File: config.mk
export PLATFORM = sky130hd
export DESIGN_NAME = bringup_top
export DESIGN_NICKNAME = d
export VERILOG_FILES = /design/src/rtl/seq_pkg.sv /design/src/rtl/wb_pkg.sv /design/src/rtl/bringup_regs.sv /design/src/rtl/bringup_top.sv /design/src/rtl/chain_fsm.sv /design/src/rtl/step_status.sv /design/src/rtl/step_timer.sv
export VERILOG_INCLUDE_DIRS = /design/src /design/src/include
export SDC_FILE = /design/constraint.sdc
export NUM_CORES = 1
export LEC_CHECK = 0
export BUFFER_PORTS_ARGS = -buffer_cell sky130_fd_sc_hd__buf_2
export CAP_MARGIN = 5
export CORE_ASPECT_RATIO = 0.6
export CORE_MARGIN = 10
export CORE_UTILIZATION = 62
export DETAILED_ROUTE_END_ITERATION = 6
export PLACE_DENSITY = 0.87
export SETUP_SLACK_MARGIN = 0.02
export SKIP_LAST_GASP = 1
export SYNTH_ARGS = -nofsm -noshare
export SYNTH_HDL_FRONTEND = slang
export SYNTH_SLANG_ARGS = --single-unit
File: constraint.sdc
create_clock -name clk200 -period 6.3 [get_ports clk200]
set_input_delay 0 -clock clk200 [delete_from_list [all_inputs] [get_ports clk200]]
set_output_delay 0 -clock clk200 [all_outputs]
set_load 0.005 [all_outputs]
File: src/include/bringup_defines.svh
`ifndef BRINGUP_DEFINES_SVH
`define BRINGUP_DEFINES_SVH

// number of chained steps
// one reset output and one done input per step
`define BRINGUP_NSTEP 8

// wishbone word address width
`define BRINGUP_AW 4

// register map in word offsets
`define BRINGUP_REG_CTRL 0
`define BRINGUP_REG_STATUS 1
`define BRINGUP_REG_TIMEOUT 2

// first per-step length word
// step i sits at BRINGUP_REG_STEP0 + i
`define BRINGUP_REG_STEP0 8

`endif

File: src/rtl/seq_pkg.sv
`default_nettype none

`include "bringup_defines.svh"

package seq_pkg;

	// step index and per-step bit vector
	typedef logic [$clog2(`BRINGUP_NSTEP)-1:0] step_idx_t;
	typedef logic [`BRINGUP_NSTEP-1:0] step_vec_t;

	typedef enum logic [2:0] {
		IDLE, // waiting for start
		RESET, // reset output held
		WAIT_DONE, // waiting for done to rise
		SETTLE, // done must stay high
		NEXT, // advance or finish
		HALT // stopped on timeout
	} seq_state_e;

	// fsm request to the status bank, applied on the next edge
	typedef struct packed {
		step_idx_t step; // addressed step
		logic hold_reset; // reset_out[step] high next cycle
		logic mark_done;
		logic mark_error;
		logic clear_all; // zero done and error
	} step_cmd_t;

	// registered state of all steps
	typedef struct packed {
		step_vec_t done_sync; // done_in after two flops
		step_vec_t reset_vec; // drives reset_out
		step_vec_t done_vec;
		step_vec_t error_vec;
	} step_view_t;

endpackage

`default_nettype wire

File: src/rtl/wb_pkg.sv
`default_nettype none

`include "bringup_defines.svh"

package wb_pkg;

	// classic cycle request from the master
	typedef struct packed {
		logic cyc;
		logic stb;
		logic we;
		logic [`BRINGUP_AW-1:0] adr; // word address
		logic [31:0] dat; // write data
	} wb_req_t;

	typedef struct packed {
		logic ack; // single cycle
		logic [31:0] dat; // read data, valid with ack
	} wb_rsp_t;

	// step address view
	typedef struct packed {
		logic [15:0] reset_len; // reset cycles
		logic [15:0] settle_len; // done stable cycles
	} len_view_t;

	// control address view
	typedef struct packed {
		logic [29:0] spare;
		logic abort;
		logic start;
	} cmd_view_t;

	typedef union packed {
		len_view_t len;
		cmd_view_t cmd;
	} reg_word_u;

endpackage

`default_nettype wire

File: src/rtl/bringup_regs.sv
`timescale 1ns/1ps
`default_nettype none

`include "bringup_defines.svh"

// wishbone classic slave
// one wait cycle then a single-cycle ack
module bringup_regs
	import wb_pkg::*;
	import seq_pkg::*;
(
	input wire logic clk200,
	input wire logic rst,
	input wire wb_req_t wb_req,
	output wb_rsp_t wb_rsp,
	input wire step_view_t view,
	input wire logic busy,
	input wire step_idx_t cur_step,
	output logic start_pulse,
	output logic abort_pulse,
	output reg_word_u [`BRINGUP_NSTEP-1:0] step_cfg,
	output logic [31:0] timeout_cycles
);

	localparam logic [`BRINGUP_AW-1:0] ADR_CTRL = `BRINGUP_REG_CTRL;
	localparam logic [`BRINGUP_AW-1:0] ADR_STATUS = `BRINGUP_REG_STATUS;
	localparam logic [`BRINGUP_AW-1:0] ADR_TIMEOUT = `BRINGUP_REG_TIMEOUT;
	localparam logic [`BRINGUP_AW-1:0] ADR_STEP0 = `BRINGUP_REG_STEP0;

	reg_word_u wr_word; // write data, two views
	logic ack_q;
	logic [31:0] rdat_q;
	logic accept; // new cycle seen
	logic wr_en;
	logic ctrl_wr_ack; // control write in its ack cycle
	logic [`BRINGUP_AW-1:0] step_off;
	logic step_hit;
	step_idx_t step_sel;
	logic [31:0] status_word;
	logic [31:0] rd_word;

	assign wr_word = wb_req.dat;
	assign accept = wb_req.cyc && wb_req.stb && !ack_q;
	assign wr_en = accept && wb_req.we;
	assign ctrl_wr_ack = ack_q && wb_req.we && (wb_req.adr == ADR_CTRL);

	// step window decode
	assign step_off = wb_req.adr - ADR_STEP0;
	assign step_hit = (wb_req.adr >= ADR_STEP0) && (step_off < `BRINGUP_NSTEP);
	assign step_sel = step_off[$bits(step_idx_t)-1:0];

	always_comb begin
		status_word = 32'd0;
		status_word[31] = busy;
		status_word[26:24] = cur_step;
		status_word[15:8] = view.error_vec;
		status_word[7:0] = view.done_vec;
	end

	always_comb begin
		if (step_hit) begin
			rd_word = step_cfg[step_sel];
		end else begin
			case (wb_req.adr)
				ADR_STATUS: rd_word = status_word;
				ADR_TIMEOUT: rd_word = timeout_cycles;
				default: rd_word = 32'd0; // ctrl and holes read zero
			endcase
		end
	end

	always_ff @(posedge clk200) begin
		if (rst) begin
			ack_q <= 1'b0;
			start_pulse <= 1'b0;
			abort_pulse <= 1'b0;
			timeout_cycles <= 32'd0; // timeout off
			for (int i = 0; i < `BRINGUP_NSTEP; i++) begin
				step_cfg[i].len.reset_len <= 16'd1;
				step_cfg[i].len.settle_len <= 16'd1;
			end
		end else begin
			ack_q <= accept;
			// pulses land the cycle after ack
			start_pulse <= ctrl_wr_ack && wr_word.cmd.start;
			abort_pulse <= ctrl_wr_ack && wr_word.cmd.abort;
			if (wr_en && (wb_req.adr == ADR_TIMEOUT)) begin
				timeout_cycles <= wb_req.dat;
			end
			if (wr_en && step_hit) begin
				step_cfg[step_sel].len.reset_len <= wr_word.len.reset_len;
				step_cfg[step_sel].len.settle_len <= wr_word.len.settle_len;
			end
		end
	end

	// read data captured with the ack
	always_ff @(posedge clk200) begin
		if (accept) begin
			rdat_q <= rd_word;
		end
	end

	assign wb_rsp.ack = ack_q;
	assign wb_rsp.dat = rdat_q;

endmodule

`default_nettype wire

File: src/rtl/bringup_top.sv
`timescale 1ns/1ps
`default_nettype none

`include "bringup_defines.svh"

// bring-up sequencer top
module bringup_top
	import wb_pkg::*;
	import seq_pkg::*;
(
	input wire logic clk200,
	input wire logic rst,
	input wire wb_req_t wb_req,
	output wb_rsp_t wb_rsp,
	input wire step_vec_t done_in, // asynchronous
	output step_vec_t reset_out
);

	reg_word_u [`BRINGUP_NSTEP-1:0] step_cfg;
	logic [31:0] timeout_cycles;
	logic start_pulse;
	logic abort_pulse;
	step_view_t view;
	step_cmd_t cmd;
	logic busy;
	step_idx_t cur_step;
	logic interval_load;
	logic [31:0] interval_value;
	logic interval_en;
	logic interval_expired;
	logic tmo_load;
	logic tmo_en;
	logic tmo_expired;

	bringup_regs i_regs (
		.clk200(clk200),
		.rst(rst),
		.wb_req(wb_req),
		.wb_rsp(wb_rsp),
		.view(view),
		.busy(busy),
		.cur_step(cur_step),
		.start_pulse(start_pulse),
		.abort_pulse(abort_pulse),
		.step_cfg(step_cfg),
		.timeout_cycles(timeout_cycles)
	);

	chain_fsm i_fsm (
		.clk200(clk200),
		.rst(rst),
		.start_pulse(start_pulse),
		.abort_pulse(abort_pulse),
		.step_cfg(step_cfg),
		.timeout_cycles(timeout_cycles),
		.view(view),
		.cmd(cmd),
		.interval_load(interval_load),
		.interval_value(interval_value),
		.interval_en(interval_en),
		.interval_expired(interval_expired),
		.tmo_load(tmo_load),
		.tmo_en(tmo_en),
		.tmo_expired(tmo_expired),
		.busy(busy),
		.cur_step(cur_step)
	);

	step_status i_status (
		.clk200(clk200),
		.rst(rst),
		.done_in(done_in),
		.cmd(cmd),
		.view(view)
	);

	// reset and settle lengths
	step_timer i_interval_timer (
		.clk200(clk200),
		.rst(rst),
		.load(interval_load),
		.load_value(interval_value),
		.enable(interval_en),
		.expired(interval_expired)
	);

	// global done timeout
	step_timer i_timeout_timer (
		.clk200(clk200),
		.rst(rst),
		.load(tmo_load),
		.load_value(timeout_cycles),
		.enable(tmo_en),
		.expired(tmo_expired)
	);

	assign reset_out = view.reset_vec;

endmodule

`default_nettype wire

File: src/rtl/chain_fsm.sv
`timescale 1ns/1ps
`default_nettype none

`include "bringup_defines.svh"

// walks the chain one step at a time
// all outputs except cur_step are combinational
module chain_fsm
	import wb_pkg::*;
	import seq_pkg::*;
(
	input wire logic clk200,
	input wire logic rst,
	input wire logic start_pulse,
	input wire logic abort_pulse,
	input wire reg_word_u [`BRINGUP_NSTEP-1:0] step_cfg, // per-step lengths
	input wire logic [31:0] timeout_cycles,
	input wire step_view_t view,
	output step_cmd_t cmd,
	output logic interval_load,
	output logic [31:0] interval_value,
	output logic interval_en,
	input wire logic interval_expired,
	output logic tmo_load,
	output logic tmo_en,
	input wire logic tmo_expired,
	output logic busy,
	output step_idx_t cur_step
);

	seq_state_e state;
	seq_state_e state_nxt;
	step_idx_t step_nxt; // step the command addresses
	logic last_step;
	logic tmo_hit;
	logic done_now; // synchronized done of current step

	// a length of n gives n cycles and 0 counts as 1
	function automatic logic [31:0] span(input logic [15:0] len);
		span = (len == 16'd0) ? 32'd0 : {16'd0, len - 16'd1};
	endfunction

	assign last_step = (cur_step == step_idx_t'(`BRINGUP_NSTEP - 1));
	assign tmo_hit = tmo_expired && (timeout_cycles != 32'd0); // zero disables
	assign done_now = view.done_sync[cur_step];

	always_comb begin
		state_nxt = state;
		step_nxt = cur_step;
		cmd = '0;
		interval_load = 1'b0;
		interval_value = 32'd0;
		tmo_load = 1'b0;
		if (abort_pulse) begin
			state_nxt = IDLE; // cmd stays clear so reset_out drops
		end else begin
			case (state)
				IDLE, HALT: begin
					if (start_pulse) begin
						step_nxt = '0;
						cmd.clear_all = 1'b1; // fresh run
						cmd.hold_reset = 1'b1; // first reset cycle
						interval_load = 1'b1;
						interval_value = span(step_cfg[0].len.reset_len);
						state_nxt = RESET;
					end
				end
				RESET: begin
					if (interval_expired) begin
						tmo_load = 1'b1; // timeout runs from reset fall
						state_nxt = WAIT_DONE;
					end else begin
						cmd.hold_reset = 1'b1;
					end
				end
				WAIT_DONE: begin
					if (tmo_hit) begin
						cmd.mark_error = 1'b1;
						state_nxt = HALT;
					end else if (done_now) begin
						interval_load = 1'b1; // first high cycle counts
						interval_value = span(step_cfg[cur_step].len.settle_len);
						state_nxt = SETTLE;
					end
				end
				SETTLE: begin
					if (interval_expired) begin
						cmd.mark_done = 1'b1; // settle_len high cycles seen
						state_nxt = NEXT;
					end else if (tmo_hit) begin
						cmd.mark_error = 1'b1;
						state_nxt = HALT;
					end else if (!done_now) begin
						state_nxt = WAIT_DONE; // glitch restarts the count
					end
				end
				NEXT: begin
					if (last_step) begin
						state_nxt = IDLE; // chain complete
					end else begin
						step_nxt = cur_step + 1'b1;
						cmd.hold_reset = 1'b1;
						interval_load = 1'b1;
						interval_value = span(step_cfg[step_nxt].len.reset_len);
						state_nxt = RESET;
					end
				end
				default: state_nxt = IDLE;
			endcase
		end
		cmd.step = step_nxt;
	end

	always_ff @(posedge clk200) begin
		if (rst) begin
			state <= IDLE;
			cur_step <= '0;
		end else begin
			state <= state_nxt;
			cur_step <= step_nxt; // kept on abort for status
		end
	end

	assign interval_en = (state == RESET) || (state == SETTLE);
	assign tmo_en = (state == WAIT_DONE) || (state == SETTLE);
	assign busy = (state != IDLE) && (state != HALT);

endmodule

`default_nettype wire

File: src/rtl/step_status.sv
`timescale 1ns/1ps
`default_nettype none

// per-step flops
// reset outputs leave straight from registers
module step_status
	import seq_pkg::*;
(
	input wire logic clk200,
	input wire logic rst,
	input wire step_vec_t done_in, // asynchronous
	input wire step_cmd_t cmd,
	output step_view_t view
);

	step_vec_t done_meta; // first sync stage
	step_vec_t done_sync;
	step_vec_t reset_vec;
	step_vec_t done_vec;
	step_vec_t error_vec;
	step_vec_t step_sel; // one-hot of cmd.step

	always_comb begin
		step_sel = '0;
		step_sel[cmd.step] = 1'b1;
	end

	// two-flop synchronizer
	always_ff @(posedge clk200) begin
		if (rst) begin
			done_meta <= '0;
			done_sync <= '0;
		end else begin
			done_meta <= done_in;
			done_sync <= done_meta;
		end
	end

	always_ff @(posedge clk200) begin
		if (rst) begin
			reset_vec <= '0;
			done_vec <= '0;
			error_vec <= '0;
		end else begin
			reset_vec <= cmd.hold_reset ? step_sel : '0; // at most one high
			if (cmd.clear_all) begin
				done_vec <= '0;
				error_vec <= '0;
			end else begin
				if (cmd.mark_done) begin
					done_vec <= done_vec | step_sel;
				end
				if (cmd.mark_error) begin
					error_vec <= error_vec | step_sel;
				end
			end
		end
	end

	assign view.done_sync = done_sync;
	assign view.reset_vec = reset_vec;
	assign view.done_vec = done_vec;
	assign view.error_vec = error_vec;

endmodule

`default_nettype wire

File: src/rtl/step_timer.sv
`timescale 1ns/1ps
`default_nettype none

// loadable down-counter
// expired stays high while the count sits at zero
module step_timer (
	input wire logic clk200,
	input wire logic rst,
	input wire logic load, // takes load_value
	input wire logic [31:0] load_value,
	input wire logic enable, // count down
	output logic expired
);

	logic [31:0] count;

	always_ff @(posedge clk200) begin
		if (rst) begin
			count <= 32'd0;
		end else if (load) begin
			count <= load_value; // load beats the countdown
		end else if (enable && (count != 32'd0)) begin
			count <= count - 32'd1; // stops at zero
		end
	end

	// zero count means interval over
	assign expired = (count == 32'd0);

endmodule

`default_nettype wire

==> flow_summary.yaml <==
outcome:
  outcome: "finished, final reports clean"
clock_network:
  cts.sinks: 433
  cts_root_buf: "clkbuf_16"
  tritoncts: "done"
  clkLatencyLatePin_ns: 0.57
  post_cts_buffers: 0
  path_clk_slew_ns: 0.07
  cts_max_level: 2
  clock_path_buffers: 3
  cts_made_buffers: 41
global_route:
  antenna_found_initial: 1
  grt_pass1_vias: 20200
  track_usage_pct: 33.6
  grt-ovfl-total: 0
  grt_start_max_net_pins: 109
  grt_pass1_wl_um: 118000
setup_path:
  worst_ep_required_time_ns: 6.73
  timing.rr.end: "i_interval_timer.count[13]$_SDFFE_PP0P_"
  critPathCaptureType: "register"
  ff2ff_setup_slack_ns: 1.66
  startpoint_type: "register"
  crit_chain: "buf_4 > inv_1 > ha_1 > buf_4 > a211oi_1 > nor4_1 > nand4b_1 > or3_1 > a31oi_1 > o211ai_1"
  cp.arrival_ns: 5.07
  crit_family: "simple AND/OR/NAND/NOR gates"
  cp_common_cell: "buf_4"
  crit_slowest_cell: "ha_1"
  cp_max_fo: 35
  r2r-start: "i_fsm.cur_step[2]$_SDFF_PP0_"
  r2r_cells: 10
  max_stage_delay_ns: 1.14
  critical_path_class: "register to register"
  cp.buffers_inverters: 3
power:
  clkPwrFrac_pct: 34.7
  finalPower_mw: 7.43
  p_sw_share_pct: 33.4
  powerDensity_nw_per_um2: 303
  p_sw_mw: 2.48
  pwr-share-seq_pct: 40.6
  peakVddDrop_v: 0.000334
  combPwrFrac_pct: 24.7
  p_int_mw: 4.95
  p_leak_nw: 8.38
yosys:
  ys_seq_area_share_pct: 40.5
  post-synth-top-count-cell: "nand2_1"
  synth_top_family_by_area: "simple AND/OR/NAND/NOR gates"
  synth_xor_area_share_pct: 2.05
  synth-seq-cells: 433
  avgSynthCellArea_um2: 8.56
  synthArstFlopShare_pct: 0
  ys_top_cells_by_area: "dfxtp_1 (36%), mux4_2 (12%), nand2_1 (11%), a21oi_1 (8.3%), edfxtp_1 (4.3%)"
  syn_area_um2: 22200
  synth_cell_types: 82
  syn-num-nets: 2649
  synth-main-ff-cell: "dfxtp_1"
  synthTopCellsByCount: "nand2_1 (673), dfxtp_1 (401), a21oi_1 (369), clkbuf_1 (185), mux4_2 (114)"
  synth_top_cell_area_share_pct: 36.2
  syn_inst: 2592
  ys_warn_count: 0
  synth-edff-count: 32
  synthSimpleGateAreaFrac_pct: 21.9
  synth_compound_area_share_pct: 14.7
  synthAdderAreaFrac_pct: 0.451
  synth_top_cell_by_area: "dfxtp_1"
  synth.area.mux_share_pct: 15.8
final_layout:
  regArea_um2: 8990
  final.fill_count: 2671
  instances_no_fill: 3087
  nets: 2644
  drive_gt1_share_pct: 14.0
  multi_input_area_um2: 12200
  fin_util_pct: 69.8
  syn_to_final_growth_pct: 10.6
placement:
  hpwlAfterDp_um: 51800
  port-buffer-count: 89
  dp.cells: 2958
  post-place-ws_ns: 1.98
  place_congestion: 1.02
timing:
  relSlewSlack_pct: 10.0
  min_period_ns: 4.64
  skew_ns: 0.0229
  hold_violations: 0
  maxSlewViolCount: 0
  setup_viol: 0
  rsz0062_at_grt: "false"
  worstMarginPinSlew_ns: 1.35
  timing.setup.tns_ns: 0
  worst_slack_ns: 1.66
  fmax_mhz: 216
  layout_worst_path_cycle_share_pct: 73.6
route:
  wl_met2_um: 31500
  drt_wl_total_um: 77200
  first_iter_violations: 3423
  wl_met1_um: 28900
  avgRoutedWirePerCell_um: 25.0
  vias: 21200
  drtPass1Iterations: 6
  via_per_inst: 6.87
  drc_errors: 0
  met3_length_um: 14600
  ant_nets: 0
  maxUsedRoutingLayer: "met5"
floorplan:
  die_y_um: 167
  rows: 53
  core_um2: 35100
  die_area_um2: 44000
  initial_core_util_pct: 63.1
  die_x_um: 264
  io_pins: 90
worst_hold_path:
  worstHoldStart: "wb_req[38]"
  worstHoldPathCells: 3
  hp-class: "input pin to register"
  holdPathEnd: "i_regs.rdat_q[11]$_DFFE_PP_"
run:
  maxCapViolations: 0
## through the flow
stage,hold slack (ns),cell area (um2)
final,0.0721,24500
after CTS,0.0705,24500
after global placement,0.216,22600
after detailed placement,0.216,22600
after global routing,0.115,24500
after floorplan,0.128,22200
## layout by cell type (no fill, tap or decap), types with 7 or more instances in the layout
| cell type | instances |
|---|---|
| a221oi_1 | 27 |
| buf_2 | 86 |
| clkbuf_16 | 41 |
| and2_1 | 9 |
| nor2_1 | 102 |
| mux4_2 | 114 |
| a31oi_1 | 13 |
| ha_1 | 8 |
| nor3_1 | 49 |
| mux2_2 | 24 |
| inv_1 | 19 |
| dlygate4sd3_1 | 53 |
| mux2i_1 | 66 |
| nand2_1 | 670 |
| or4_1 | 22 |
| dfxtp_1 | 400 |
| o31ai_1 | 13 |
| buf_4 | 42 |
| or3_1 | 20 |
| nand2b_1 | 16 |
| nand3_1 | 54 |
| nor4_1 | 35 |
| clkbuf_1 | 11 |
| nor2b_1 | 27 |
| xor2_1 | 24 |
| and3_1 | 10 |
| nand4_1 | 15 |
| a21oi_1 | 369 |
| a22oi_1 | 14 |
| edfxtp_1 | 32 |
| xnor2_1 | 28 |
| o211ai_1 | 18 |
| clkbuf_8 | 9 |
| o21ai_0 | 37 |
| o22ai_1 | 7 |
## how the worst max path moves through the flow
stage / from / endpoint / slack (ns) / depth (start not counted)
after CTS: i_fsm.cur_step[2]$_SDFF_PP0_ / i_interval_timer.count[13]$_SDFFE_PP0P_ / 1.90 / 10
after global routing: i_fsm.cur_step[2]$_SDFF_PP0_ / i_interval_timer.count[13]$_SDFFE_PP0P_ / 1.47 / 10
after global placement: i_fsm.cur_step[2]$_SDFF_PP0_ / i_interval_timer.count[13]$_SDFFE_PP0P_ / 2.11 / 10
final: i_fsm.cur_step[2]$_SDFF_PP0_ / i_interval_timer.count[13]$_SDFFE_PP0P_ / 1.66 / 10
after detailed placement: i_fsm.cur_step[2]$_SDFF_PP0_ / i_interval_timer.count[13]$_SDFFE_PP0P_ / 1.98 / 10
after floorplan: i_fsm.cur_step[2]$_SDFF_PP0_ / i_interval_timer.count[12]$_SDFFE_PP0P_ / 1.74 / 16
## cells by family (layout without fill, tap and decap cells)
group | Yosys count | after routing
xor gates and xnor gates | 52 | 52
AOI/OAI and AO/OA | 558 | 558
buffers and inverters | 251 | 278
DFF | 433 | 433
muxes | 204 | 204
other | 0 | 1
adders and majority gates | 8 | 8
and+or+nand+nor | 1086 | 1086
## worst reg2reg max path: stages (launching register included)
cell and delay (ns):
dfxtp_1 0.34, buf_4 0.45, inv_1 0.20, ha_1 1.14, buf_4 0.36, a211oi_1 0.09
nor4_1 0.99, nand4b_1 0.27, or3_1 0.37, a31oi_1 0.18, o211ai_1 0.10
## layer usage
metal / up-vias / global-route usage, %
met5: - / 0
met4: 2 / 9.75
met3: 266 / 17.4
met2: 1646 / 47.1
met1: 10100 / 44.2
li1: 9198 / -
## repair_timing
action                                 in CTS  in global routing
resized for setup                           0                  0
hold buffers                               53                  0
endpoints found under the hold margin     308                  0
## area by class of cell
type | count | share of cell area (%)
multi-input combinational | 1908 | 49.8
sequential | 433 | 36.6
clock buffer | 61 | 4.85
inverter | 21 | 0.321
antenna | 1 | 0.0102
tap | 467 | 2.38
clock inverter | 14 | 0.673
timing repair buffer | 182 | 5.26
## flip-flops by register name, indices dropped and copies added (netlist names)
| name | flops |
|---|---|
| i_fsm.cur_step | 3 |
| i_fsm.state | 3 |
| i_interval_timer.count | 32 |
| i_regs.abort_pulse | 1 |
| i_regs.ack_q | 1 |
| i_regs.rdat_q | 32 |
| i_regs.start_pulse | 1 |
| i_regs.step_cfg | 256 |
| i_regs.timeout_cycles | 32 |
| i_status.done_meta | 8 |
| i_status.done_sync | 8 |
| i_status.done_vec | 8 |
| i_status.error_vec | 8 |
| i_status.reset_vec | 8 |
| i_timeout_timer.count | 32 |
## power by group through the flow
| stage | logic, mW | registers [mW] | clock network (mW) |
|---|---|---|---|
| floorplan | 1.32 | 3.03 | 0 |
| global placement | 1.68 | 3.06 | 0 |
| detailed placement | 1.71 | 3.07 | 0 |
| CTS | 1.75 | 3.01 | 2.57 |
| global route | 1.95 | 3.03 | 2.68 |
| finish | 1.83 | 3.02 | 2.58 |
(Power assumes the default switching activity.)
